File: src/include/core_defs.svh
`ifndef CORE_DEFS_SVH
`define CORE_DEFS_SVH

////////////////////////////////////////
// Widths and credit counts
////////////////////////////////////////
`define DATA_WIDTH 32 // Data word size
`define REG_ADDR_WIDTH 5 // 32 registers
`define MEM_ADDR_WIDTH 6 // 64 memory words
`define RETIRE_CREDITS 4 // Granted by the consumer after reset
`define CREDIT_WIDTH 3 // Holds 0 to RETIRE_CREDITS

////////////////////////////////////////
// Opcodes
////////////////////////////////////////
`define OP_RTYPE 6'd0
`define OP_LW 6'd35
`define OP_LWU 6'd39
`define OP_LB 6'd32
`define OP_LBU 6'd36
`define OP_LH 6'd33
`define OP_LHU 6'd37
`define OP_SW 6'd43
`define OP_SB 6'd40
`define OP_SH 6'd41
`define OP_BEQ 6'd4
`define OP_BNE 6'd5
`define OP_ADDI 6'd8
`define OP_SLTI 6'd10
`define OP_ANDI 6'd12
`define OP_ORI 6'd13
`define OP_LUI 6'd15

// R-type function field
`define FN_ADD 6'd32
`define FN_SUB 6'd34
`define FN_AND 6'd36
`define FN_OR 6'd37
`define FN_SLT 6'd42

// Load size codes
`define LD_WORD 3'd0
`define LD_WORD_U 3'd1
`define LD_BYTE 3'd2
`define LD_BYTE_U 3'd3
`define LD_HALF 3'd4
`define LD_HALF_U 3'd5

// Store size codes
`define ST_WORD 2'd0
`define ST_BYTE 2'd1
`define ST_HALF 2'd2

// ALU operation class
`define ALU_MEM 2'd0
`define ALU_BRANCH 2'd1
`define ALU_RTYPE 2'd2
`define ALU_IMM 2'd3

`endif

File: src/logic/corePkg.sv
`include "core_defs.svh"

package corePkg;

	////////////////////////////////////////
	// Vector types
	////////////////////////////////////////
	typedef logic [`DATA_WIDTH-1:0] word_t; // Data word
	typedef logic [`REG_ADDR_WIDTH-1:0] regAddr_t; // Register index
	typedef logic [`MEM_ADDR_WIDTH-1:0] memAddr_t; // Memory word index
	typedef logic [5:0] opcode_t; // Bits 31..26
	typedef logic [5:0] funct_t; // Bits 5..0
	typedef logic [1:0] aluClass_t;
	typedef logic [2:0] loadSize_t;
	typedef logic [1:0] storeSize_t;
	typedef logic [`CREDIT_WIDTH-1:0] credit_t;

	// Phases of one instruction
	typedef enum logic [2:0]
	{
		Idle,
		Read,
		Execute,
		Memory,
		Retire
	} seqState_t;

	////////////////////////////////////////
	// Structs
	////////////////////////////////////////
	typedef struct packed
	{
		logic regDst; // Rd when set, else Rt
		logic aluSrc; // Immediate as operand B
		logic memToReg; // Write back load data
		logic memWrite;
		logic regWrite;
		logic branch;
		logic branchOnEqual; // BEQ when set, BNE otherwise
		aluClass_t aluClass;
		loadSize_t loadSize;
		storeSize_t storeSize;
		funct_t funct; // Function field, or opcode for non R-type
	} ctrl_t;

	typedef struct packed
	{
		regAddr_t dest;
		word_t value;
		logic regWrite;
		logic branchTaken;
	} retire_t;

endpackage

File: src/logic/registerFile.sv
`timescale 1ns/1ps
`include "core_defs.svh"

module registerFile
(
	input logic clk,
	input logic reset,
	input corePkg::regAddr_t readA,
	input corePkg::regAddr_t readB,
	input corePkg::regAddr_t writeAddr,
	input logic writeEnable,
	input corePkg::word_t writeData,
	output corePkg::word_t dataA,
	output corePkg::word_t dataB
);
	import corePkg::*;

	word_t regs [0:(1 << `REG_ADDR_WIDTH)-1];

	always_ff @(posedge clk)
	begin
		if (reset)
		begin
			for (int i = 0; i < (1 << `REG_ADDR_WIDTH); i++)
				regs[i] <= '0;
		end
		else if (writeEnable && (writeAddr != regAddr_t'(0)))
			regs[writeAddr] <= writeData; // Register zero stays zero
	end

	assign dataA = regs[readA]; // Asynchronous reads
	assign dataB = regs[readB];

endmodule

File: config.mk
export PLATFORM = sky130hd
export DESIGN_NAME = registerFile
export DESIGN_NICKNAME = d
export VERILOG_FILES = /design/src/logic/corePkg.sv /design/src/logic/registerFile.sv
export VERILOG_INCLUDE_DIRS = /design/src /design/src/include
export SDC_FILE = /design/constraint.sdc
export NUM_CORES = 2
export LEC_CHECK = 0
export ABC_AREA = 1
export ABC_CLOCK_PERIOD_IN_PS = 2700
export BUFFER_PORTS_ARGS = -buffer_cell sky130_fd_sc_hd__buf_2
export CORE_MARGIN = 4
export CORE_UTILIZATION = 27
export CTS_BUF_LIST = sky130_fd_sc_hd__clkbuf_4
export DETAILED_ROUTE_END_ITERATION = 10
export MAX_ROUTING_LAYER = met4
export SETUP_SLACK_MARGIN = 0.2
export SLEW_MARGIN = 10
export SYNTH_ARGS = -nofsm -noshare
export SYNTH_HDL_FRONTEND = slang
export SYNTH_SLANG_ARGS = --single-unit
File: constraint.sdc
create_clock -name clk -period 2.7 [get_ports clk]
set_input_delay 0.675 -clock clk [delete_from_list [all_inputs] [get_ports clk]]
set_output_delay 0.675 -clock clk [all_outputs]
set_load 0.01 [all_outputs]
# Word level (Yosys, flattened, before mapping)
# Memories as Yosys holds them, arrays and structs flattened.
# Index checks and enable logic that the tools add are counted.
# word_totals
reg_bits,0
ramBits,1024
input_bits,50
output_inout_bits,64
word_cells,12
memories,1
# mem_list
memory,depth,word_bits,read_ports,rd_ports_with_merged_regs,wr,line,rtl
regs,32,32,2,0,32,registerFile.sv:18,word_t regs [0:(1 << `REG_ADDR_WIDTH)-1];
# op_classes
n_mux,8
n_reduce_logical,3
# ops
op,count
2-to-1 mux 32 bit,1
OR reduction 32 bit,1
2-to-1 mux 1 bit,6
2-to-1 mux 5 bit,1
nonzero test 5 bit,1
logical AND 1 bit,1

# Depth between registers and ports, before layout
# logic_depth
depth_word,7
depth_mapped,12
mapped_depth_nobuf,9

# Worst setup path after synthesis
# OpenSTA, ideal clock, no wires.
# synth_path
kind,input-to-reg
startpoint,in writeAddr[4]
endpoint,"mem regs[31][0] (netlist name), enable pin"
setup_time_ns,0.389
arrival_time_ns,2.127
t_required_ns,2.311
setup_slack_ns,0.183
cell_stages,5
path_buffers,1
path_cell_list,inv_1 nor3_1 nand2_1 buf_2 nand2_1
# synth_rtl
item,line,rtl
"start, declared",registerFile.sv:10,"input corePkg::regAddr_t writeAddr,"
"end, declared",registerFile.sv:18,

==> reports/qor.txt <==
via count: 55000
slowest CP cell: edfxtp_1
final instance area: 70200 um2
placed cell area: 64000 um2
distinct cell type count after synthesis: 16
Overflow after GRT: 0
Crit path max-delay family: simple AND/OR/NAND/NOR gates
sequential share of the synthesized area: 54.3%
GR Util met1: 24.6%
Fillers: 21300
RSZ-0062 raised after global routing: true
Synth-to-Final Area Change: 24.0%
met2 Use GR: 33.4%
Die ar.: 217000 um2
Ports: 114
met3 Use GR: 3.91%
worst hold endpoint: regs[10][2]
Placeable Area: 208000 um2
WP data arrival: 2.62 ns
worst-case vdd ir drop: 0.479 mV
Final Critical Period: 3.29 ns
Mapped Cells: 7191
area leader, netlist: edfxtp_1
Top reg by flops: regs
busiest grt layer: met2
top post-synthesis cells by area: edfxtp_1, nand2_1, nand3_1
violated checks: negative setup slack
CTS sink count: 1024
Largest register FFs: 1024
first-pass GRT wire length: 335 mm
fin. max-slew vios: 0
crit-path max FO: 2
Fin Hold WS: 0.129 ns
Max-slew headroom: 48.5%
Hold Path Depth: 4
Total GRT Usage: 20.9%
routed vias/inst: 5.25
cell area after synthesis: 56600 um2
Worst-path clk slew: 0.07 ns
fraction of layout cells with a size suffix above 1: 21.3%
H-tree levels: 5
Post-Route WL: 229 mm
status: finished with violations
DIE WIDTH: 466 um
cts bufs inserted: 279
1st-iter DRT viols: 7136
syn_area_per_cell: 7.88 um2
Root Buffer Master: clkbuf_4
Largest stage delay, worst path: 0.39 ns
post-DR wirelength/cell: 21.8 um
Die H: 466 um
startpoint class of the critical path: flop
#FFs+latches synth: 1024
final setup fails: 64
vias in the first global route: 53000
Static Leak: 0.0295 uW
max cap viols: 0
Worst EP required: 2.03 ns
Worst Max-Slew Pin Slew: 0.773 ns
Worst Slack Setup Final: -0.595 ns
CTS tree: done
initial antenna violation count: 9
Detailed Place HPWL: 144 mm
crit path kind: reg2out
Initial DRT Pass Iterations: 8
largest net degree at the start of global routing: 67
Port Buffer Count: 113
worst-path cell chain: nand2_1, nand3_1, nand3_1, nand2_2, nand2_2, nand2_1, nand2_1, nand2_2, buf_6
WP buf/inv: 1
Pwr per Cell Area: 562 nW/um2
final hold violations: 0
synth warn: 0
Post-layout nets: 7558
clk buf depth: 4
CP endpoint kind: output pin
top cell type's share of synthesized area: 54.3%
num rows: 167
Max Freq: 303 MHz
Hold Path Class: in2reg
gpl congestion: 0.953
starting utilization of the core area: 27.2%
residual DRC count: 0
hold path start: writeAddr[2]
Tcrit/Tclk final: 122%
post-route antenna net violation count: 0
biggest regs: regs: 1024 flops
cell type report:
class / instances / area (um2) / share of cell area [%]
inverter: 54 / 260 / 0.371
timing repair buffer: 634 / 7370 / 10.5
clock inverter: 80 / 480 / 0.684
antenna: 11 / 27.5 / 0.0392
tap: 2788 / 3490 / 4.97
sequential: 1024 / 30700 / 43.8
multi-input combinational: 5515 / 25100 / 35.7
clock buffer: 366 / 2750 / 3.91
routing by layer:
metal  up-vias  part of all wire (%)
met5         -                     0
li1      24400                     -
met4         0                   6.3
met1     26100                    37
met3       887                   9.8
met2      3568                    47
power breakdown:
part | internal, uW | switching (uW) | leakage [uW] | total (uW)
clock | 6860 | 6760 | 0.00193 | 13600
sequential | 18400 | 493 | 0.00975 | 18900
combinational | 2400 | 4560 | 0.0178 | 6960
total | 27600 | 11800 | 0.0295 | 39400
logic make-up after synthesis:
| family | count (synthesis) | synth area share, % |
|---|---|---|
| AND/OR/NAND/NOR | 5483 | 39.8 |
| other | 1 | 0.00662 |
| buffers and inverters | 683 | 5.93 |
| flip-flops | 1024 | 54.3 |
worst min-delay path, delay by kind of cell:
kind,cells,cell delay [ns]
buffers and inverters,1,0.11
and+or+nand+nor,3,0.42
cells in the mapped netlist (all sizes together):
library cell  number
nand3           1537
buf              437
clkbuf           192
edfxtp          1024
nand2           2942
nand4              4
nor3               7
clkinv             1
conb               1
inv               53
nor2             993
cell usage in the layout (no fill, tap or decap), drive strengths merged:
master / synthesis / routed
buf: 437 / 602
nand3: 1537 / 1537
nor2: 993 / 993
nor3: 7 / 7
clkbuf: 192 / 366
clkinvlp: 0 / 1
diode: 0 / 11
inv: 53 / 58
conb: 1 / 32
edfxtp: 1024 / 1024
clkinv: 1 / 69
nand4: 4 / 4
nand2: 2942 / 2942
dlygate4sd3: 0 / 32
bufinv: 0 / 6
worst max-delay path by stage:
stage,startpoint,endpoint,slack [ns],cells after the start
2_1_floorplan,writeAddr[4],regs[20][0],0.20,5
3_5_place_dp,readA[0],dataA[10],-0.37,13
6_report,regs[7][17],dataA[17],-0.59,9
4_1_cts,regs[0][12],dataB[12],-0.68,10
5_1_grt,regs[0][12],dataA[12],-0.74,10
3_3_place_gp,readA[0],dataA[10],-0.34,13
through the flow:
step           utilization [%]  total power (uW)  setup WS [ns]  cells  setup TNS (ns)
4_1_cts                   33.0             39200         -0.684  10500          -36.44
3_3_place_gp              30.8             25200         -0.341   9982          -17.70
5_1_grt                   33.8             41000         -0.742  10500          -39.05
3_5_place_dp              30.8             25300         -0.368   9982          -17.74
2_1_floorplan                -             22400          0.204   7222               0
6_report                  33.8             39400         -0.595  10500          -28.74
repair_timing:
action | 4_1_cts | 5_1_grt
gates resized for setup | 344 | 371
buffers inserted | 1 | 0
hold buffers | 32 | 0
hold endpoints to repair | 893 | 0
endpoints found under the setup margin | 64 | 64
pin swaps | 244 | 390
Note: power is estimated with default switching activity, not from simulation.
