===== config.mk =====
export PLATFORM = sky130hd
export DESIGN_NAME = cycleSequencer
export DESIGN_NICKNAME = d
export VERILOG_FILES = /design/src/logic/corePkg.sv /design/src/logic/cycleSequencer.sv
export VERILOG_INCLUDE_DIRS = /design/src /design/src/include
export SDC_FILE = /design/constraint.sdc
export NUM_CORES = 1
export LEC_CHECK = 0
export BUFFER_PORTS_ARGS = -buffer_cell sky130_fd_sc_hd__buf_4
export CORE_AREA = 4 4 41 43
export CTS_CLUSTER_SIZE = 28
export DETAILED_ROUTE_END_ITERATION = 12
export DIE_AREA = 0 0 45 47
export PLACE_DENSITY_LB_ADDON = 0.25
export SYNTH_ARGS = -nofsm -noshare
export SYNTH_HDL_FRONTEND = slang
export SYNTH_SLANG_ARGS = --single-unit

===== constraint.sdc =====
create_clock -name clk -period 1.65 [get_ports clk]
set_clock_uncertainty 0.2 [all_clocks]
set_input_delay 0.0825 -clock clk [delete_from_list [all_inputs] [get_ports clk]]
set_output_delay 0.0825 -clock clk [all_outputs]
set_load 0.02 [all_outputs]

===== src/include/core_defs.svh =====
`ifndef CORE_DEFS_SVH
`define CORE_DEFS_SVH

////////////////////////////////////////
// Widths and credit counts
////////////////////////////////////////
`define DATA_WIDTH 32 // Data word size
`define REG_ADDR_WIDTH 5 // 32 registers
`define MEM_ADDR_WIDTH 6 // 64 memory words
`define RETIRE_CREDITS 4 // Granted by the consumer after reset
`define CREDIT_WIDTH 3 // Holds 0 to RETIRE_CREDITS

////////////////////////////////////////
// Opcodes
////////////////////////////////////////
`define OP_RTYPE 6'd0
`define OP_LW 6'd35
`define OP_LWU 6'd39
`define OP_LB 6'd32
`define OP_LBU 6'd36
`define OP_LH 6'd33
`define OP_LHU 6'd37
`define OP_SW 6'd43
`define OP_SB 6'd40
`define OP_SH 6'd41
`define OP_BEQ 6'd4
`define OP_BNE 6'd5
`define OP_ADDI 6'd8
`define OP_SLTI 6'd10
`define OP_ANDI 6'd12
`define OP_ORI 6'd13
`define OP_LUI 6'd15

// R-type function field
`define FN_ADD 6'd32
`define FN_SUB 6'd34
`define FN_AND 6'd36
`define FN_OR 6'd37
`define FN_SLT 6'd42

// Load size codes
`define LD_WORD 3'd0
`define LD_WORD_U 3'd1
`define LD_BYTE 3'd2
`define LD_BYTE_U 3'd3
`define LD_HALF 3'd4
`define LD_HALF_U 3'd5

// Store size codes
`define ST_WORD 2'd0
`define ST_BYTE 2'd1
`define ST_HALF 2'd2

// ALU operation class
`define ALU_MEM 2'd0
`define ALU_BRANCH 2'd1
`define ALU_RTYPE 2'd2
`define ALU_IMM 2'd3

`endif


===== src/logic/corePkg.sv =====
`include "core_defs.svh"

package corePkg;

	////////////////////////////////////////
	// Vector types
	////////////////////////////////////////
	typedef logic [`DATA_WIDTH-1:0] word_t; // Data word
	typedef logic [`REG_ADDR_WIDTH-1:0] regAddr_t; // Register index
	typedef logic [`MEM_ADDR_WIDTH-1:0] memAddr_t; // Memory word index
	typedef logic [5:0] opcode_t; // Bits 31..26
	typedef logic [5:0] funct_t; // Bits 5..0
	typedef logic [1:0] aluClass_t;
	typedef logic [2:0] loadSize_t;
	typedef logic [1:0] storeSize_t;
	typedef logic [`CREDIT_WIDTH-1:0] credit_t;

	// Phases of one instruction
	typedef enum logic [2:0]
	{
		Idle,
		Read,
		Execute,
		Memory,
		Retire
	} seqState_t;

	////////////////////////////////////////
	// Structs
	////////////////////////////////////////
	typedef struct packed
	{
		logic regDst; // Rd when set, else Rt
		logic aluSrc; // Immediate as operand B
		logic memToReg; // Write back load data
		logic memWrite;
		logic regWrite;
		logic branch;
		logic branchOnEqual; // BEQ when set, BNE otherwise
		aluClass_t aluClass;
		loadSize_t loadSize;
		storeSize_t storeSize;
		funct_t funct; // Function field, or opcode for non R-type
	} ctrl_t;

	typedef struct packed
	{
		regAddr_t dest;
		word_t value;
		logic regWrite;
		logic branchTaken;
	} retire_t;

endpackage


===== src/logic/cycleSequencer.sv =====
`timescale 1ns/1ps

module cycleSequencer
(
	input logic clk,
	input logic reset,
	input logic bufferFull, // Instruction waiting in the buffer
	input logic hasCredit, // Retire credit available
	output corePkg::seqState_t state,
	output logic instrCredit,
	output logic loadInstr,
	output logic memStrobe,
	output logic retireStrobe
);
	import corePkg::*;

	seqState_t nextState;

	always_ff @(posedge clk)
	begin
		if (reset)
			state <= Idle;
		else
			state <= nextState;
	end

	always_comb
	begin
		nextState = state;
		case (state)
			Idle:
				if (bufferFull)
					nextState = Read;
			Read:
				nextState = Execute; // Register file outputs settle
			Execute:
				nextState = Memory; // Result register captures the ALU
			Memory:
				nextState = Retire;
			Retire:
				if (hasCredit)
					nextState = Idle; // Otherwise stall here
			default:
				nextState = Idle;
		endcase
	end

	assign loadInstr = (state == Idle) && bufferFull; // Copy buffer to working register
	assign instrCredit = loadInstr; // Buffer is free again
	assign memStrobe = (state == Memory);
	assign retireStrobe = (state == Retire) && hasCredit;

endmodule


# [After elaboration in Yosys (flattened, before gate mapping)]
# Index checks and enable logic that the tools add are counted.
# Widths: inputs -> output; s select.
[op_classes] muxes=3 reduce_logical=4 eq_ne=6
[ops] op="$pmux 3 s5" n=1
[ops] op="$eq 3x2->1 const B" n=2
[ops] op="$mux 3" n=2
[ops] op="$ne 2x2->1 const B" n=2
[ops] op="$eq 3x1->1 const B" n=1
[ops] op="$eq 3x3->1 const B" n=1
[ops] op="$logic_not 3->1" n=1
[ops] op="$logic_and 1x1->1" n=2
[ops] op="$reduce_and 2->1" n=1
[totals] wordCells=14 regBits=3 output_inout_bits=7 in_bits=4

# [Longest topological paths before layout]
[depth] ltp_word=3 mapped_depth=2 depth_no_buf=2

# [Worst setup path after synthesis]
# Ideal clock, no wire load.
[synth_timing] path_type="register to output" startpoint="register state[0]" endpoint="output port loadInstr" path_stages_with_launch=3 arrival_time_ps=1582 setup_slack_ps=-214 path_buffers=1 t_required_ps=1367 path_cell_list="dfxtp_1 -> nor4b_1 -> buf_4"
[synth_via] elab_chain_cells=2
[synth_lines] element="start: declaration" line="cycleSequencer.sv:9" text="output corePkg::seqState_t state,"
[synth_lines] element="start signal: assignment" line="cycleSequencer.sv:22" text="state <= Idle;"
[synth_lines] element="start signal: assignment" line="cycleSequencer.sv:24" text="state <= nextState;"
[synth_lines] element="$logic_not 3->1" line="cycleSequencer.sv:48" text="assign loadInstr = (state == Idle) && bufferFull;"
[synth_lines] element="$logic_and 1x1->1" line="cycleSequencer.sv:48"
[synth_lines] element="end: declaration" line="cycleSequencer.sv:11" text="output logic loadInstr,"
# Every way passes these cells.

# [Worst setup path after layout]
[layout_timing] startpoint="input port bufferFull" endpoint="output port loadInstr"
[layout_via] elab_chain_cells=1
[layout_lines] element="start: declaration" line="cycleSequencer.sv:7" text="input logic bufferFull,"
[layout_lines] element="$logic_and 1x1->1" line="cycleSequencer.sv:48"
# Every way passes these cells.

==> reports/metrics.yaml <==
run_status:
  status: "finished, final reports clean"
min_path:
  hp-start: "state[2]"
  min_path_type: "reg2reg"
critical_path:
  crit_path_end_kind: "primary output"
  r2r_cells: 2
  startpoint: "bufferFull"
  arrival_ns: 1.15
  worst-path-max-fanout: 2
  rrSetupSlack_ns: 0.33
  crit_required_ns: 1.37
  path_class: "in2out"
  endpoint: "loadInstr"
  reg2reg_from: "state[0]"
  start_kind: "input port"
  r2r_end: "state[2]"
layout:
  syn_to_final_growth_pct: 110
  final_nets: 36
  max_flop_register: "state"
  n_fill_cell: 148
  antenna_cells: 0
  reg_top3: "state x3"
  drive_gt1_share_pct: 45.2
  largest_reg_flops: 3
yosys:
  yosysTopAreaCell: "dfxtp_1"
  synth_area_sq_um: 135
  synth_seq_cells: 3
  yosysTopAreaCellShare_pct: 44.4
  syn-instance-count: 15
  synth_cell_types: 12
  yosys-top-cells-area: "dfxtp_1 (44%), nor3_1 (7.4%), or4b_1 (7.4%)"
  syn_area_per_cell_sq_um: 9.01
  syn-num-nets: 19
  ys_seq_area_share_pct: 44.4
  ys.warnings.count: 0
timing:
  slew_violations: 0
  fin_ws_ns: 0.217
  max_clock_freq_mhz: 698
  setup_viol: 0
  hold_ws_ns: 0.367
  hold_viol: 0
  min_period_over_period_pct: 86.8
  relSlewSlack_pct: 82.7
  worstMarginPinSlew_ns: 0.259
  final.setup.tns_ns: 0
  period_minus_slack_ns: 1.43
  rsz0062_at_grt: "no"
global_route:
  grt_max_degree: 8
  overflow: 0
  grt_pass1_vias: 143
  antenna_found_initial: 0
  grt_pass1_wl_um: 600
  gr-usage-all-layers_pct: 4.34
clocking:
  tritoncts: "built"
  cts.sinks: 3
  cts-root-buf: "clkbuf_4"
  cts-htree-levels: 1
  clkLatencyLatePin_ns: 0.23
  cts_resized: 0
  max-clock-path-buffers: 2
  clk_pin_slew_ns: 0.03
  cts_setup_buffers: 0
  cts_made_buffers: 3
die:
  die_w_um: 45
  num_rows: 13
  initial_core_util_pct: 10.4
  die_y_um: 47
  core_sq_um: 1300
  pin_count: 11
  dieArea_sq_um: 2120
placed_design:
  io_buffers: 10
  place_worst_setup_slack_ns: 0.322
  place_congestion: 0.635
flow_run:
  cap_violations: 0
routing:
  dr_wl_met3_um: 23
  finalWirelength_um: 414
  dr.pass1.iters: 1
  wl_met1_um: 145
  vias: 169
  avgViaCountPerCell: 3.67
  drcViolationCount: 0
  wl_per_cell_um: 9.00
  top_layer: "met3"
  first_iter_violations: 0
  ant_nets: 0
  dr_wl_met2_um: 245
pwr:
  power_density_nw_per_um2: 1000
  ir_drop_uv: 413
  power_leakage_nw: 0.129
-- critical path, cell delays in order --
cell	delay (ns)
dlygate4sd3_1	0.53
buf_4	0.11
nor4b_2	0.23
buf_4	0.20
-- where the power goes --
part	internal (mW)	leakage, nW	switching (mW)
sequential	0.0796	0.0246	0.0126
combinational	0.0361	0.0889	0.0330
clock	0.0903	0.0150	0.0337
total	0.206	0.129	0.0793
-- kinds of logic after synthesis --
| family | Yosys count | synth area share (%) |
|---|---|---|
| AO/OA/AOI/OAI | 1 | 3.70 |
| buffers and inverters | 2 | 8.33 |
| flip-flops | 3 | 44.4 |
| AND/OR/NAND/NOR | 8 | 37.0 |
| XOR/XNOR | 1 | 6.48 |
-- worst min-delay path by stage --
stage / cells past startpoint / slack (ns) / to
final: 1 / 0.37 / state[1]
after global routing: 3 / 0.39 / state[1]
after CTS: 3 / 0.36 / state[2]
after detailed placement: 2 / 0.07 / state[2]
after global placement: 2 / 0.06 / state[2]
after floorplan: 1 / -0.05 / state[2]
-- final cells by class --
class                      instances  area [sq um]  share of cell area, %
inverter                           1          3.75                   1.32
sequential                         3          60.1                   21.1
multi-input combinational         10          70.1                   24.7
timing repair buffer              13           105                   37.0
tap                               15          18.8                   6.61
clock buffer                       4          26.3                   9.25
-- repair_timing --
action,4_1_cts,5_1_grt
endpoints found under the setup margin,0,0
hold endpoints to repair,3,0
hold buffers,3,0
-- placed cells by master, fill, tap and decap left out --
cell type and instances:
buf_4 10, clkbuf_4 3, dlygate4sd3_1 3, dfxtp_1 3, nor3_1 2, nand3b_1 1
inv_1 1, nand2_1 1, nor4b_2 1, or4b_1 1, a21oi_1 1, xnor2_1 1
nor2_1 1, nor4_1 1, clkbuf_1 1
-- cell usage after synthesis --
library cell / n
a21oi_1: 1
buf_4: 1
dfxtp_1: 3
inv_1: 1
nand2_1: 1
nand3b_1: 1
nor2_1: 1
nor3_1: 2
nor4_1: 1
nor4b_1: 1
or4b_1: 1
xnor2_1: 1
-- per-layer routing --
metal | vias to the layer above | track usage, %
met1 | 78 | 2.95
li1 | 88 | -
met3 | 0 | 2.68
met5 | - | 0
met2 | 3 | 8.19
met4 | 0 | 3.51
-- metrics by stage --
stage	instances	area (sq um)	utilization [%]	power [mW]
2_1_floorplan	15	141	-	0.129
3_3_place_gp	39	228	17.5	0.158
3_5_place_dp	39	228	17.5	0.157
4_1_cts	46	284	21.8	0.295
5_1_grt	46	284	21.8	0.307
6_report	46	284	21.8	0.285
(Power assumes the default switching activity.)
