File: config.mk
export PLATFORM = sky130hd
export DESIGN_NAME = creditCounter
export DESIGN_NICKNAME = d
export VERILOG_FILES = /design/src/logic/corePkg.sv /design/src/logic/creditCounter.sv
export VERILOG_INCLUDE_DIRS = /design/src /design/src/include
export SDC_FILE = /design/constraint.sdc
export NUM_CORES = 1
export LEC_CHECK = 0
export BUFFER_PORTS_ARGS = -buffer_cell sky130_fd_sc_hd__buf_2
export CORE_AREA = 5 5 42 44
export CTS_CLUSTER_SIZE = 40
export DETAILED_ROUTE_END_ITERATION = 8
export DIE_AREA = 0 0 47 49
export SYNTH_ARGS = -nofsm -noshare
export SYNTH_HDL_FRONTEND = slang
export SYNTH_SLANG_ARGS = --single-unit
File: constraint.sdc
create_clock -name clk -period 1.5 [get_ports clk]
set_clock_uncertainty 0.05 [all_clocks]
set_input_delay 0.075 -clock clk [delete_from_list [all_inputs] [get_ports clk]]
set_output_delay 0.075 -clock clk [all_outputs]
set_load 0.02 [all_outputs]
File: src/include/core_defs.svh
`ifndef CORE_DEFS_SVH
`define CORE_DEFS_SVH

////////////////////////////////////////
// Widths and credit counts
////////////////////////////////////////
`define DATA_WIDTH 32 // Data word size
`define REG_ADDR_WIDTH 5 // 32 registers
`define MEM_ADDR_WIDTH 6 // 64 memory words
`define RETIRE_CREDITS 4 // Granted by the consumer after reset
`define CREDIT_WIDTH 3 // Holds 0 to RETIRE_CREDITS

////////////////////////////////////////
// Opcodes
////////////////////////////////////////
`define OP_RTYPE 6'd0
`define OP_LW 6'd35
`define OP_LWU 6'd39
`define OP_LB 6'd32
`define OP_LBU 6'd36
`define OP_LH 6'd33
`define OP_LHU 6'd37
`define OP_SW 6'd43
`define OP_SB 6'd40
`define OP_SH 6'd41
`define OP_BEQ 6'd4
`define OP_BNE 6'd5
`define OP_ADDI 6'd8
`define OP_SLTI 6'd10
`define OP_ANDI 6'd12
`define OP_ORI 6'd13
`define OP_LUI 6'd15

// R-type function field
`define FN_ADD 6'd32
`define FN_SUB 6'd34
`define FN_AND 6'd36
`define FN_OR 6'd37
`define FN_SLT 6'd42

// Load size codes
`define LD_WORD 3'd0
`define LD_WORD_U 3'd1
`define LD_BYTE 3'd2
`define LD_BYTE_U 3'd3
`define LD_HALF 3'd4
`define LD_HALF_U 3'd5

// Store size codes
`define ST_WORD 2'd0
`define ST_BYTE 2'd1
`define ST_HALF 2'd2

// ALU operation class
`define ALU_MEM 2'd0
`define ALU_BRANCH 2'd1
`define ALU_RTYPE 2'd2
`define ALU_IMM 2'd3

`endif

File: src/logic/corePkg.sv
`include "core_defs.svh"

package corePkg;

	////////////////////////////////////////
	// Vector types
	////////////////////////////////////////
	typedef logic [`DATA_WIDTH-1:0] word_t; // Data word
	typedef logic [`REG_ADDR_WIDTH-1:0] regAddr_t; // Register index
	typedef logic [`MEM_ADDR_WIDTH-1:0] memAddr_t; // Memory word index
	typedef logic [5:0] opcode_t; // Bits 31..26
	typedef logic [5:0] funct_t; // Bits 5..0
	typedef logic [1:0] aluClass_t;
	typedef logic [2:0] loadSize_t;
	typedef logic [1:0] storeSize_t;
	typedef logic [`CREDIT_WIDTH-1:0] credit_t;

	// Phases of one instruction
	typedef enum logic [2:0]
	{
		Idle,
		Read,
		Execute,
		Memory,
		Retire
	} seqState_t;

	////////////////////////////////////////
	// Structs
	////////////////////////////////////////
	typedef struct packed
	{
		logic regDst; // Rd when set, else Rt
		logic aluSrc; // Immediate as operand B
		logic memToReg; // Write back load data
		logic memWrite;
		logic regWrite;
		logic branch;
		logic branchOnEqual; // BEQ when set, BNE otherwise
		aluClass_t aluClass;
		loadSize_t loadSize;
		storeSize_t storeSize;
		funct_t funct; // Function field, or opcode for non R-type
	} ctrl_t;

	typedef struct packed
	{
		regAddr_t dest;
		word_t value;
		logic regWrite;
		logic branchTaken;
	} retire_t;

endpackage

File: src/logic/creditCounter.sv
`timescale 1ns/1ps
`include "core_defs.svh"

module creditCounter
(
	input logic clk,
	input logic reset,
	input logic spend, // One record sent
	input logic grant, // One credit returned
	output logic hasCredit
);
	import corePkg::*;

	credit_t count;

	always_ff @(posedge clk)
	begin
		if (reset)
			count <= credit_t'(`RETIRE_CREDITS);
		else if (spend && !grant)
			count <= count - 1'b1;
		else if (grant && !spend)
			count <= count + 1'b1; // Both together leave it unchanged
	end

	assign hasCredit = (count != '0);

endmodule

Word-level counts from Yosys, hierarchy flattened --
Cells that the tools add are included. Widths: inputs -> output; s select.
Operators by class: $add $sub $neg 2, multiplexer cells 2, reduce and logical (&&, ||, !) cells 6
Operator list (number):
- $mux 3 | 2
- $add 3x1->3 const B | 1
- $reduce_bool 3->1 | 1
- $sub 3x1->3 const B | 1
- $logic_and 1x1->1 | 2
- $logic_not 1->1 | 2
- $reduce_bool 2->1 | 1
Storage, ports and cells: bits in registers 3, input bits 4, output and inout port bits 1, logic and storage cells 11

Logic depth before layout (Yosys ltp) --
depth in word-level cells 4, depth in mapped cells 6, mapped depth without buffers 6

Worst setup path after synthesis --
Ideal clock, no wire load.
kind flip-flop to flip-flop, start point register count[0], end point register count[2], setup time 0.127 ns, data arrival time 1.309 ns, data required time 1.323 ns, setup slack 0.014 ns, cell stages (with the launch flop) 5, buffers on the path 0, clock period less this slack 1.486 ns, cell sequence dfxtp_1 fa_1 xnor2_1 o21ai_1 or3b_1
On the way: longest elaborated chain between the ends 3, elaborated cells between the ends (all ways) 4, those cells by class add/sub (2); mux (2)
Ends and longest elaborated chain:
- from (decl) | RTL line creditCounter.sv:14 | credit_t count;
- from (signal assigned) | RTL line creditCounter.sv:19 | count <= credit_t'(`RETIRE_CREDITS);
- from (signal assigned) | RTL line creditCounter.sv:21 | count <= count - 1'b1;
- from (signal assigned) | RTL line creditCounter.sv:23 | count <= count + 1'b1;
- $add 3x1->3 | RTL line creditCounter.sv:23
- $mux 3 | RTL line creditCounter.sv:22 | else if (grant && !spend)
- $mux 3 (*) | RTL line creditCounter.sv:20 | else if (spend && !grant)
Mark *: on every way between the ends. The rest lies on a longest branch, timed or not. The select of a mux whose other input is x is not followed. A chain may end at the register's enable or synchronous reset.

Worst setup path in the final report --
start point register count[1], end point register count[2]
Same word-level chain as after synthesis.

==> out/qor.json <==
{
  "outcome": {"value": "finished, final reports clean"},
  "slew_violations": {"value": 0},
  "endpoint_class_of_the_critical_path": {"value": "flop"},
  "most_flops_register": {"value": "count"},
  "detail_route.wirelength": {"value": 323, "unit": "µm"},
  "largest_net_degree_at_the_start_of_global_routing": {"value": 5},
  "compound_cell_area_share_of_the_yosys_netlist": {"value": 3.20, "unit": "%"},
  "ant_nets": {"value": 0},
  "ys_seq_elements": {"value": 3},
  "drt-wirelength-per-cell": {"value": 7.69, "unit": "µm"},
  "antenna_cells_inserted": {"value": 0},
  "rr_startpoint": {"value": "count[1]$_SDFFE_PP0P_"},
  "holdCritPathClass": {"value": "primary input to flop"},
  "drt_first_pass_iters": {"value": 1},
  "gr-total-overflow": {"value": 0},
  "number_of_standard_cell_rows_in_the_floorplan": {"value": 14},
  "antenna_found_initial": {"value": 0},
  "mappedNetlistNets": {"value": 21},
  "insertion_delay_of_the_later_clocked_pin_in_the_worst_skew_pair": {"value": 0.23, "unit": "ns"},
  "hold_path.startpoint": {"value": "spend"},
  "ordered_cell_list_for_the_critical_path": {"value": "fa_2, xnor2_2, o21ai_1, or3b_1"},
  "achievable-frequency": {"value": 0.680, "unit": "GHz"},
  "detailroute.wirelength.met3": {"value": 28, "unit": "µm"},
  "drt-met1-wl": {"value": 132, "unit": "µm"},
  "area_delta_synth_final": {"value": 68.0, "unit": "%"},
  "layout_min_cycle_time": {"value": 1.47, "unit": "ns"},
  "cp.arrival": {"value": 1.54, "unit": "ns"},
  "gr-usage-all-layers": {"value": 3.66, "unit": "%"},
  "drt_drc_violations_left": {"value": 0},
  "synth_top_family_by_area": {"value": "adder cells"},
  "critPathLaunchType": {"value": "flop"},
  "reg2reg_slack": {"value": 0.03, "unit": "ns"},
  "routed-via-count": {"value": 141},
  "synthSimpleGateAreaFrac": {"value": 17.6, "unit": "%"},
  "slowest_delay": {"value": 0.37, "unit": "ns"},
  "report.final.setup_viol": {"value": 0},
  "viasPerCell": {"value": 3.36},
  "routabilityCongestion": {"value": 0.717},
  "synth_xor_area_share": {"value": 11.2, "unit": "%"},
  "htreeDepth": {"value": 1},
  "layout-drive-gt1-share": {"value": 50.0, "unit": "%"},
  "whs": {"value": 0.279, "unit": "ns"},
  "ys_warn_count": {"value": 0},
  "min_path_cells": {"value": 4},
  "detailroute.wirelength.met2": {"value": 142, "unit": "µm"},
  "slew-limit-headroom": {"value": 91.1, "unit": "%"},
  "fin_nets": {"value": 33},
  "register_area_share_after_synthesis": {"value": 38.4, "unit": "%"},
  "detail_route.iter0.violations": {"value": 0},
  "final_design_area_no_fill": {"value": 263, "unit": "µm²"},
  "syn_std_cell_area": {"value": 156, "unit": "µm²"},
  "clock-root-buffer": {"value": "clkbuf_4"},
  "hold_end": {"value": "count[0]$_SDFFE_PP0P_"},
  "start_util": {"value": 11.2, "unit": "%"},
  "pin_count": {"value": 5},
  "path_buf_inv": {"value": 0},
  "clk_transition_reported_paths": {"value": 0.04, "unit": "ns"},
  "grt_first_pass_wirelength": {"value": 552, "unit": "µm"},
  "biggestRegsByFlops": {"value": "count x3"},
  "final_core_utilization": {"value": 18.8, "unit": "%"},
  "cap_viol_max_count": {"value": 0},
  "die_area": {"value": 2300, "unit": "µm²"},
  "vias_in_the_first_global_route": {"value": 146},
  "most_common_cell_after_layout_fill_and_taps_aside": {"value": "buf_2"},
  "layout_worst_path_cycle_share": {"value": 98.1, "unit": "%"},
  "criticalPathCategory": {"value": "flop to flop"},
  "timing_hold_violations_final": {"value": 0},
  "reg2reg_to": {"value": "count[2]$_SDFFE_PP1P_"},
  "port_buffers": {"value": 4},
  "floorplan.die.height": {"value": 49, "unit": "µm"},
  "routed.top_layer": {"value": "met4"},
  "power.static_leakage": {"value": 0.115, "unit": "nW"},
  "critPathTopFamily": {"value": "adder cells"},
  "floorplan.die.width": {"value": 47, "unit": "µm"},
  "critPathRequiredTime": {"value": 1.56, "unit": "ns"},
  "postSynthAreaPerCell": {"value": 10.4, "unit": "µm²"},
  "worst_pin_slew": {"value": 0.130, "unit": "ns"},
  "power_density": {"value": 1230, "unit": "nW/µm²"},
  "critical_path.slowest_cell": {"value": "fa_2"},
  "numClockSinks": {"value": 3},
  "coreArea": {"value": 1400, "unit": "µm²"},
  "placed_cell_area": {"value": 204, "unit": "µm²"},
  "worst-path-max-fanout": {"value": 3},
  "tritoncts.num_buffers": {"value": 3},
  "post_synth_mux_area_share": {"value": 6.40, "unit": "%"},
  "yosys.cell_types.count": {"value": 12},
  "post_synthesis_cells": {"value": 15},
  "cts.path.max_buffers": {"value": 2},
  "layout.cells.most_common_list": {"value": "4 x buf_2, 3 x clkbuf_4, 2 x nor2_1, 2 x buf_4"},
  "cts_tree": {"value": "yes"},
  "length_in_cells_of_the_worst_reg_to_reg_path": {"value": 4},
  "setup_repair_after_global_routing_missed_its_margin": {"value": "true"},
  "ir_drop": {"value": 164, "unit": "µV"},
  "post_synth_fa_ha_maj_area_fraction": {"value": 20.8, "unit": "%"},
  "flip_flop_count_of_the_largest_register_all_copies_and_words_added": {"value": 3}
}
-- cell families (layout without fill, tap and decap cells) --
kind of cell | count (synthesis) | in the layout
simple gates | 5 | 5
flops | 3 | 3
fa+ha+maj | 2 | 2
xor+xnor | 2 | 2
compound gates | 1 | 1
mux | 1 | 1
buf+inv | 1 | 12
-- routing by layer --
| layer | global-route usage, % | up-vias |
|---|---|---|
| met5 | 0 | - |
| met4 | 4.15 | 0 |
| met3 | 2.21 | 3 |
| met2 | 3.62 | 7 |
| met1 | 4.62 | 60 |
| li1 | - | 71 |
-- repair_timing --
action / in CTS / in global routing
endpoints found under the setup margin: 1 / 1
hold buffers: 1 / 0
setup buffers: 0 / 1
gates resized for setup: 2 / 3
pin swaps: 1 / 3
endpoints found under the hold margin: 2 / 0
-- how the worst max path moves through the flow --
stage	start	to	slack, ns	cells after the start
2_1_floorplan	count[0]$_SDFFE_PP0P_	count[2]$_SDFFE_PP1P_	0.01	4
3_3_place_gp	grant	count[2]$_SDFFE_PP1P_	-0.03	7
3_5_place_dp	count[0]$_SDFFE_PP0P_	count[2]$_SDFFE_PP1P_	-0.04	4
4_1_cts	count[0]$_SDFFE_PP0P_	count[2]$_SDFFE_PP1P_	0.007	4
5_1_grt	count[1]$_SDFFE_PP0P_	count[2]$_SDFFE_PP1P_	-0.07	4
6_report	count[1]$_SDFFE_PP0P_	count[2]$_SDFFE_PP1P_	0.03	4
-- area by class of cell --
| class | count | area (µm²) |
|---|---|---|
| Tap cell | 16 | 20.0 |
| Fill cell | 156 | 1140 |
| Multi-Input combinational cell | 11 | 103 |
| Inverter | 1 | 3.75 |
| Clock buffer | 4 | 26.3 |
| Sequential cell | 3 | 65.1 |
| Timing Repair Buffer | 7 | 45.0 |
-- worst register-to-register path, delay by kind of cell (launching register included) --
kind                     cells  cell delay, ns
AO/OA/AOI/OAI                1            0.12
flip-flops                   1            0.33
XOR/XNOR                     1            0.14
AND/OR/NAND/NOR              1            0.34
adder cells (fa/ha/maj)      1            0.37
-- per-stage QoR --
step | power (mW) | cells | setup WS, ns | setup TNS, ns
after floorplan | 0.146 | 15 | 0.0136 | 0
after global placement | 0.162 | 36 | -0.0317 | -0.0317
after detailed placement | 0.163 | 36 | -0.0402 | -0.0402
after CTS | 0.315 | 41 | 0.00690 | 0
after global routing | 0.353 | 42 | -0.0677 | -0.0677
final | 0.323 | 42 | 0.0291 | 0
-- synth_stat cells (all sizes together) --
| cell | instances | share of area (%) |
|---|---|---|
| xnor2 | 1 | 5.6 |
| nor2 | 2 | 4.8 |
| mux2i | 1 | 6.4 |
| o21ai | 1 | 3.2 |
| dfxtp | 3 | 38 |
| xor2 | 1 | 5.6 |
| or3 | 1 | 4.0 |
| fa | 1 | 13 |
| nor3 | 1 | 3.2 |
| ha | 1 | 8.0 |
| inv | 1 | 2.4 |
| or3b | 1 | 5.6 |
-- report_power, final --
part	switching (mW)	internal, mW	total [mW]
sequential	0.0120	0.0953	0.107
clock	0.0444	0.0999	0.144
combinational	0.0302	0.0411	0.0714
total	0.0867	0.236	0.323
Note: power is estimated with default switching activity, not from simulation.
