## src/include/core_defs.svh

```systemverilog
`ifndef CORE_DEFS_SVH
`define CORE_DEFS_SVH

////////////////////////////////////////
// Widths and credit counts
////////////////////////////////////////
`define DATA_WIDTH 32 // Data word size
`define REG_ADDR_WIDTH 5 // 32 registers
`define MEM_ADDR_WIDTH 6 // 64 memory words
`define RETIRE_CREDITS 4 // Granted by the consumer after reset
`define CREDIT_WIDTH 3 // Holds 0 to RETIRE_CREDITS

////////////////////////////////////////
// Opcodes
////////////////////////////////////////
`define OP_RTYPE 6'd0
`define OP_LW 6'd35
`define OP_LWU 6'd39
`define OP_LB 6'd32
`define OP_LBU 6'd36
`define OP_LH 6'd33
`define OP_LHU 6'd37
`define OP_SW 6'd43
`define OP_SB 6'd40
`define OP_SH 6'd41
`define OP_BEQ 6'd4
`define OP_BNE 6'd5
`define OP_ADDI 6'd8
`define OP_SLTI 6'd10
`define OP_ANDI 6'd12
`define OP_ORI 6'd13
`define OP_LUI 6'd15

// R-type function field
`define FN_ADD 6'd32
`define FN_SUB 6'd34
`define FN_AND 6'd36
`define FN_OR 6'd37
`define FN_SLT 6'd42

// Load size codes
`define LD_WORD 3'd0
`define LD_WORD_U 3'd1
`define LD_BYTE 3'd2
`define LD_BYTE_U 3'd3
`define LD_HALF 3'd4
`define LD_HALF_U 3'd5

// Store size codes
`define ST_WORD 2'd0
`define ST_BYTE 2'd1
`define ST_HALF 2'd2

// ALU operation class
`define ALU_MEM 2'd0
`define ALU_BRANCH 2'd1
`define ALU_RTYPE 2'd2
`define ALU_IMM 2'd3

`endif

```

## src/logic/corePkg.sv

```systemverilog
`include "core_defs.svh"

package corePkg;

	////////////////////////////////////////
	// Vector types
	////////////////////////////////////////
	typedef logic [`DATA_WIDTH-1:0] word_t; // Data word
	typedef logic [`REG_ADDR_WIDTH-1:0] regAddr_t; // Register index
	typedef logic [`MEM_ADDR_WIDTH-1:0] memAddr_t; // Memory word index
	typedef logic [5:0] opcode_t; // Bits 31..26
	typedef logic [5:0] funct_t; // Bits 5..0
	typedef logic [1:0] aluClass_t;
	typedef logic [2:0] loadSize_t;
	typedef logic [1:0] storeSize_t;
	typedef logic [`CREDIT_WIDTH-1:0] credit_t;

	// Phases of one instruction
	typedef enum logic [2:0]
	{
		Idle,
		Read,
		Execute,
		Memory,
		Retire
	} seqState_t;

	////////////////////////////////////////
	// Structs
	////////////////////////////////////////
	typedef struct packed
	{
		logic regDst; // Rd when set, else Rt
		logic aluSrc; // Immediate as operand B
		logic memToReg; // Write back load data
		logic memWrite;
		logic regWrite;
		logic branch;
		logic branchOnEqual; // BEQ when set, BNE otherwise
		aluClass_t aluClass;
		loadSize_t loadSize;
		storeSize_t storeSize;
		funct_t funct; // Function field, or opcode for non R-type
	} ctrl_t;

	typedef struct packed
	{
		regAddr_t dest;
		word_t value;
		logic regWrite;
		logic branchTaken;
	} retire_t;

endpackage

```

## src/logic/dataMemory.sv

```systemverilog
`timescale 1ns/1ps
`include "core_defs.svh"

module dataMemory
(
	input logic clk,
	input logic reset,
	input corePkg::word_t address, // Byte address
	input corePkg::word_t storeData,
	input corePkg::ctrl_t ctrl,
	input logic strobe, // Memory phase
	output corePkg::word_t loadData
);
	import corePkg::*;

	word_t mem [0:(1 << `MEM_ADDR_WIDTH)-1];
	memAddr_t index;
	logic [4:0] byteShift; // Bit offset of the byte lane
	logic [4:0] halfShift; // Bit offset of the half lane
	word_t memWord;
	logic [7:0] loadByte;
	logic [15:0] loadHalf;

	assign index = address[`MEM_ADDR_WIDTH+1:2]; // Byte address divided by four
	assign byteShift = {address[1:0], 3'b000};
	assign halfShift = {address[1], 4'b0000};

	////////////////////////////////////////
	// Store merge
	////////////////////////////////////////
	always_ff @(posedge clk)
	begin
		if (reset)
		begin
			for (int i = 0; i < (1 << `MEM_ADDR_WIDTH); i++)
				mem[i] <= '0;
		end
		else if (strobe && ctrl.memWrite)
		begin
			case (ctrl.storeSize)
				`ST_BYTE: mem[index][byteShift +: 8] <= storeData[7:0]; // Other lanes kept
				`ST_HALF: mem[index][halfShift +: 16] <= storeData[15:0];
				default: mem[index] <= storeData;
			endcase
		end
	end

	////////////////////////////////////////
	// Load extraction
	////////////////////////////////////////
	assign memWord = mem[index];
	assign loadByte = memWord[byteShift +: 8];
	assign loadHalf = memWord[halfShift +: 16];

	always_comb
	begin
		case (ctrl.loadSize)
			`LD_BYTE: loadData = {{24{loadByte[7]}}, loadByte}; // Sign extend
			`LD_BYTE_U: loadData = {24'h000000, loadByte};
			`LD_HALF: loadData = {{16{loadHalf[15]}}, loadHalf};
			`LD_HALF_U: loadData = {16'h0000, loadHalf};
			default: loadData = memWord; // LW and LWU alike on 32 bits
		endcase
	end

endmodule

```

## config.mk

```make
export PLATFORM = sky130hd
export DESIGN_NAME = dataMemory
export DESIGN_NICKNAME = d
export VERILOG_FILES = /design/src/logic/corePkg.sv /design/src/logic/dataMemory.sv
export VERILOG_INCLUDE_DIRS = /design/src /design/src/include
export SDC_FILE = /design/constraint.sdc
export NUM_CORES = 2
export LEC_CHECK = 0
export BUFFER_PORTS_ARGS = -buffer_cell sky130_fd_sc_hd__buf_2
export CAP_MARGIN = 20
export CORE_MARGIN = 4
export CORE_UTILIZATION = 50
export CTS_CLUSTER_SIZE = 20
export DETAILED_ROUTE_END_ITERATION = 10
export HOLD_SLACK_MARGIN = 0.05
export PLACE_DENSITY_LB_ADDON = 0.25
export SYNTH_ARGS = -nofsm -noshare
export SYNTH_HDL_FRONTEND = slang
export SYNTH_SLANG_ARGS = --single-unit
```

## constraint.sdc

```tcl
create_clock -name clk -period 4.7 [get_ports clk]
set_input_delay 0.94 -clock clk [delete_from_list [all_inputs] [get_ports clk]]
set_output_delay 0.94 -clock clk [all_outputs]
set_load 0.05 [all_outputs]
```

# Word-level counts from Yosys, hierarchy flattened
# Memory sizes are Yosys's and may differ from the RTL's.
# Cells that the tools add are included.
# classes
addsub	2
eq_ne	6
shift	6
mux	82
bitwise_logic	64
reduce_logical	3
# ops
operator	count
2-to-1 mux 32 bit	4
one-hot mux 32 bit (4 select lines)	1
2-to-1 mux 1 bit	76
OR 1 bit	64
OR reduction 32 bit	1
variable shift 16 x 7 -> 32 bit (first input constant)	1
variable shift 8 x 7 -> 32 bit (first input constant)	1
indexed part select 16 x 7 -> 32 bit	1
indexed part select 32 x 6 -> 16 bit	1
indexed part select 32 x 6 -> 8 bit	1
indexed part select 8 x 7 -> 32 bit	1
negator 5 -> 7 bit	2
equality test 3 x 2 -> 1 bit (second input constant)	2
equality test 3 bit (second input constant)	2
2-to-1 mux 6 bit	1
equality test 2 x 1 -> 1 bit (second input constant)	1
equality test 2 bit (second input constant)	1
OR reduction 2 bit	1
logical AND 1 bit	1
# totals
register_bits	0
ramBits	2048
out_inout_bits	32
memories	1
# mem_list
name	depth	word_bits	rd	rd_ports_with_merged_regs	write_ports	line	text
mem	64	32	1	0	64	dataMemory.sv:16	word_t mem [0:(1 << `MEM_ADDR_WIDTH)-1];

# Logic depth before layout (Yosys ltp)
# logic_depth
ltp_word	9
ltp_mapped	16
mapped_depth_nobuf	8

# Worst setup path before layout
# No wires, ideal clock.
# synth_timing
path_type	input to output
from	in address[3]
to	out loadData[4]
t_arrival_ns	4.140
required_time_ns	3.760
path_slack_ns	-0.380
stages	15
n_path_buf	9
path_cell_list	buf_6 -> buf_6 -> buf_6 -> buf_6 -> buf_6 -> buf_6 -> buf_2 -> buf_2 -> buf_2 -> a221oi_1 -> o22ai_1 -> nand2_1 -> nand3_1 -> o21ai_0 -> a221oi_1
# synth_between
elab_chain_cells	3
# synth_rtl
element	line	text
start: declaration	dataMemory.sv:8	input corePkg::word_t address,
memory (64 x 32 bit) (*)	--	
indexed part select 32 x 6 -> 16 bit or indexed part select 32 x 6 -> 8 bit (tied branches)	dataMemory.sv:53, dataMemory.sv:52	
one-hot mux 32 bit (4 select lines) (*)	dataMemory.sv:57	case (ctrl.loadSize)
end: declaration	dataMemory.sv:12	output corePkg::word_t loadData
# Mark *: on every way between the ends. The rest lies on a longest branch, timed or not.

# Worst setup path after layout
# layout_timing
from	in address[2]
to	out loadData[27]
# The elaborated chain is that of the path after synthesis.

==> results.sh <==
export IMPL_status="finished with violations"
export IMPL_violations="setup timing"
export IMPL_row_count=156
export IMPL_area_growth_pct=22.8
export IMPL_top_regs="mem (2048)"
export IMPL_finalCritPeriodShare_pct=106
export IMPL_drive_gt1_share_pct=24.4
export IMPL_synth_nets=7285
export IMPL_place_hpwl_um=254000
export IMPL_cts_buffers_inserted=208
export IMPL_antenna_found_initial=27
export IMPL_final_hold_viol_count=0
export IMPL_layout_min_cycle_time_ps=5000
export IMPL_yosysUniqueCellTypes=78
export IMPL_tightest_slew_ps=1220
export IMPL_avgSynthCellArea_um2=12.7
export IMPL_clk_pin_slew_worst_paths_ps=60
export IMPL_min_path_type="input port to flop"
export IMPL_ff_latch_area_mm2=0.0615
export IMPL_hp_start="storeData[28]"
export IMPL_num_vias=69600
export IMPL_start_kind="input port"
export IMPL_combPwrFrac_pct=12.6
export IMPL_ant_nets=0
export IMPL_synthArstFlopShare_pct=0
export IMPL_dieHeight_um=436
export IMPL_synthCells=7191
export IMPL_path_cells="buf_16 > buf_12 > inv_6 > buf_6 > buf_12 > buf_12 > nand2_1 > a32oi_2 > a21oi_2 > or4b_4 > nor3b_4 > a21oi_2 > buf_12 > buf_12 > o21ai_2 > buf_6"
export IMPL_top_register="mem"
export IMPL_firstDrtPassIters=8
export IMPL_grt_pass1_wl_um=510000
export IMPL_synth_top_cells_by_area="edfxtp_1 (67%), nor2_1 (9.1%), mux2i_1 (3.3%), mux4_2 (3.1%), mux2_2 (1.9%)"
export IMPL_ys_flop_type="edfxtp_1"
export IMPL_slowest_delay_ps=590
export IMPL_syn_area_mm2=0.0915
export IMPL_cts_hold_buf=0
export IMPL_irDropWorstVdd_v=0.000316
export IMPL_gp_congestion=1.06
export IMPL_cpMaxStageDelayCell="or4b_4"
export IMPL_crit_arrival_ps=4060
export IMPL_ys_ff_latch=2048
export IMPL_crit_top_cell="buf_12"
export IMPL_largest_reg_flops=2048
export IMPL_crit_required_ps=3760
export IMPL_core_area_mm2=0.181
export IMPL_vias_per_cell=6.60
export IMPL_synth_edf_count=2048
export IMPL_power_frac_clock_pct=38.3
export IMPL_drc=0
export IMPL_grt_use_total_pct=38.1
export IMPL_clock_sinks=2048
export IMPL_slew_viol_final=0
export IMPL_fin_util_pct=62.0
export IMPL_setup_viol=32
export IMPL_drtIter0Drc=12200
export IMPL_crit_start="address[2]"
export IMPL_setup_ws_ps=-298
export IMPL_die_area_mm2=0.190
export IMPL_leakagePower_nw=38.2
export IMPL_p_int_mw=32.3
export IMPL_holdPathStages=3
export IMPL_crit_path_end_kind="primary output"
export IMPL_fillers=13800
export IMPL_grt_pass1_vias=66200
export IMPL_synth_seq_area_share_pct=67.2
export IMPL_synth_top_area_share_pct=67.2
export IMPL_holdWs_ps=592
export IMPL_cap_violations=0
export IMPL_swShare_pct=25.5
export IMPL_holdPathEnd="mem[5][28]$_SDFFCE_PN0P_"
export IMPL_rsz0062_at_grt="true"
export IMPL_slew_headroom_pct=18.8
export IMPL_wl_per_cell_um=35.1
export IMPL_seq_power_share_pct=49.1
export IMPL_p_sw_mw=11.1
export IMPL_final_net_count=8065
export IMPL_tritoncts="built"
export IMPL_globalRouteOverflowTotal=0
export IMPL_io_pins=119
export IMPL_synth_most_common_cell="nor2_1"
export IMPL_ys_top_cells_by_count="nor2_1 (2,213), edfxtp_1 (2,048), nand2_1 (399)"
export IMPL_dpl_worst_slack_ps=-1100
export IMPL_synth_top_cell_by_area="edfxtp_1"
export IMPL_port_buffer_count=80
export IMPL_drt_wl_total_um=370000
export IMPL_path_max_fanout=10
export IMPL_path_class="input port to primary output"
export IMPL_crit_family="buffers and inverters"
export IMPL_synth_warning_count=0
export IMPL_multi_input_area_mm2=0.0293
export IMPL_htree_levels=4
export IMPL_grt_max_degree=72
export IMPL_start_util_pct=50.5
export IMPL_power_density_mw_per_mm2=386
export IMPL_die_width_um=436
export IMPL_cts_root_buf="clkbuf_16"
export IMPL_path_buf_inv=9
export IMPL_max_freq_mhz=200
export IMPL_clk_path_buf_depth=3
-- cells in the final DEF (no fill, tap or decap), drive strengths merged, types with 10 or more instances in the layout --
master / instances
a211o: 13
mux2: 169
nor2: 2213
o22ai: 113
bufinv: 19
o221ai: 24
and2: 15
and3: 19
buf: 1098
nor3: 13
a222oi: 21
clkbuf: 260
nor4: 10
clkinv: 94
o2bb2ai: 24
inv: 15
diode: 21
a211oi: 18
a221o: 83
a22o: 45
edfxtp: 2048
a22oi: 136
o21ai: 104
o22a: 15
a31oi: 23
o211ai: 12
mux2i: 305
mux4: 124
nand2: 399
a221oi: 141
nand2b: 271
a21oi: 131
nand3: 22
nor2b: 11
bufbuf: 10
-- power by group through the flow --
stage | Sequential (mW) | Combinational, mW | Clock (mW)
after floorplan | 21.5 | 2.29 | 0
after global placement | 21.6 | 4.65 | 0
after detailed placement | 21.6 | 4.66 | 0
after CTS | 21.3 | 5.16 | 16.6
after global routing | 21.3 | 5.50 | 17.4
final | 21.3 | 5.46 | 16.6
-- how the worst max path moves through the flow --
stage / end / slack [ps] / cells past startpoint
6_report: loadData[27] / -300 / 16
5_1_grt: loadData[29] / -290 / 15
4_1_cts: loadData[9] / -250 / 14
3_5_place_dp: loadData[20] / -1100 / 14
3_3_place_gp: loadData[20] / -1480 / 17
2_1_floorplan: loadData[30] / 40 / 10
-- per-layer routing --
| metal | vias to the layer above | wire [um] | track usage, % |
|---|---|---|---|
| met5 | - | 300 | 0.328 |
| met4 | 26 | 31600 | 26.1 |
| met3 | 1255 | 51900 | 12.3 |
| met2 | 5615 | 159000 | 55.5 |
| met1 | 34600 | 127000 | 48.6 |
| li1 | 28100 | - | - |
-- what timing repair did --
action	CTS	global route
gates cloned	19	2
setup endpoints to repair	32	32
buffers inserted	116	40
pin swaps	103	78
gates resized for setup	375	148
-- cells by family after synthesis --
kind of cell    Yosys count  share of synthesized area, %
mux                     598                          8.47
fa+ha+maj                 7                        0.0957
simple gates           3026                          13.6
buf+inv                 555                          2.88
compound gates          957                          7.74
flops                  2048                          67.2
-- worst min-delay path, cell delays in order --
cell and delay (ps):
buf_2 110, o21ai_4 190, nor2_1 130
-- area by class of cell --
type                       count  share of cell area (%)
clock inverter               124                    1.13
sequential                  2048                    54.7
inverter                      13                  0.0545
multi-input combinational   4588                    26.1
antenna                       21                  0.0468
clock buffer                 256                    4.85
timing repair buffer        1112                    10.5
tap                         2370                    2.64
-- stage by stage --
stage | total power [mW] | setup TNS, ps | instance area (um2) | std cells
2_1_floorplan | 23.8 | 0 | 91500 | 7191
3_3_place_gp | 26.3 | -32580 | 101000 | 9961
3_5_place_dp | 26.3 | -23740 | 101000 | 9962
4_1_cts | 43.0 | -5210 | 111000 | 10500
5_1_grt | 44.2 | -6990 | 112000 | 10500
6_report | 43.3 | -7020 | 112000 | 10500
Note: power is estimated with default switching activity, not from simulation.
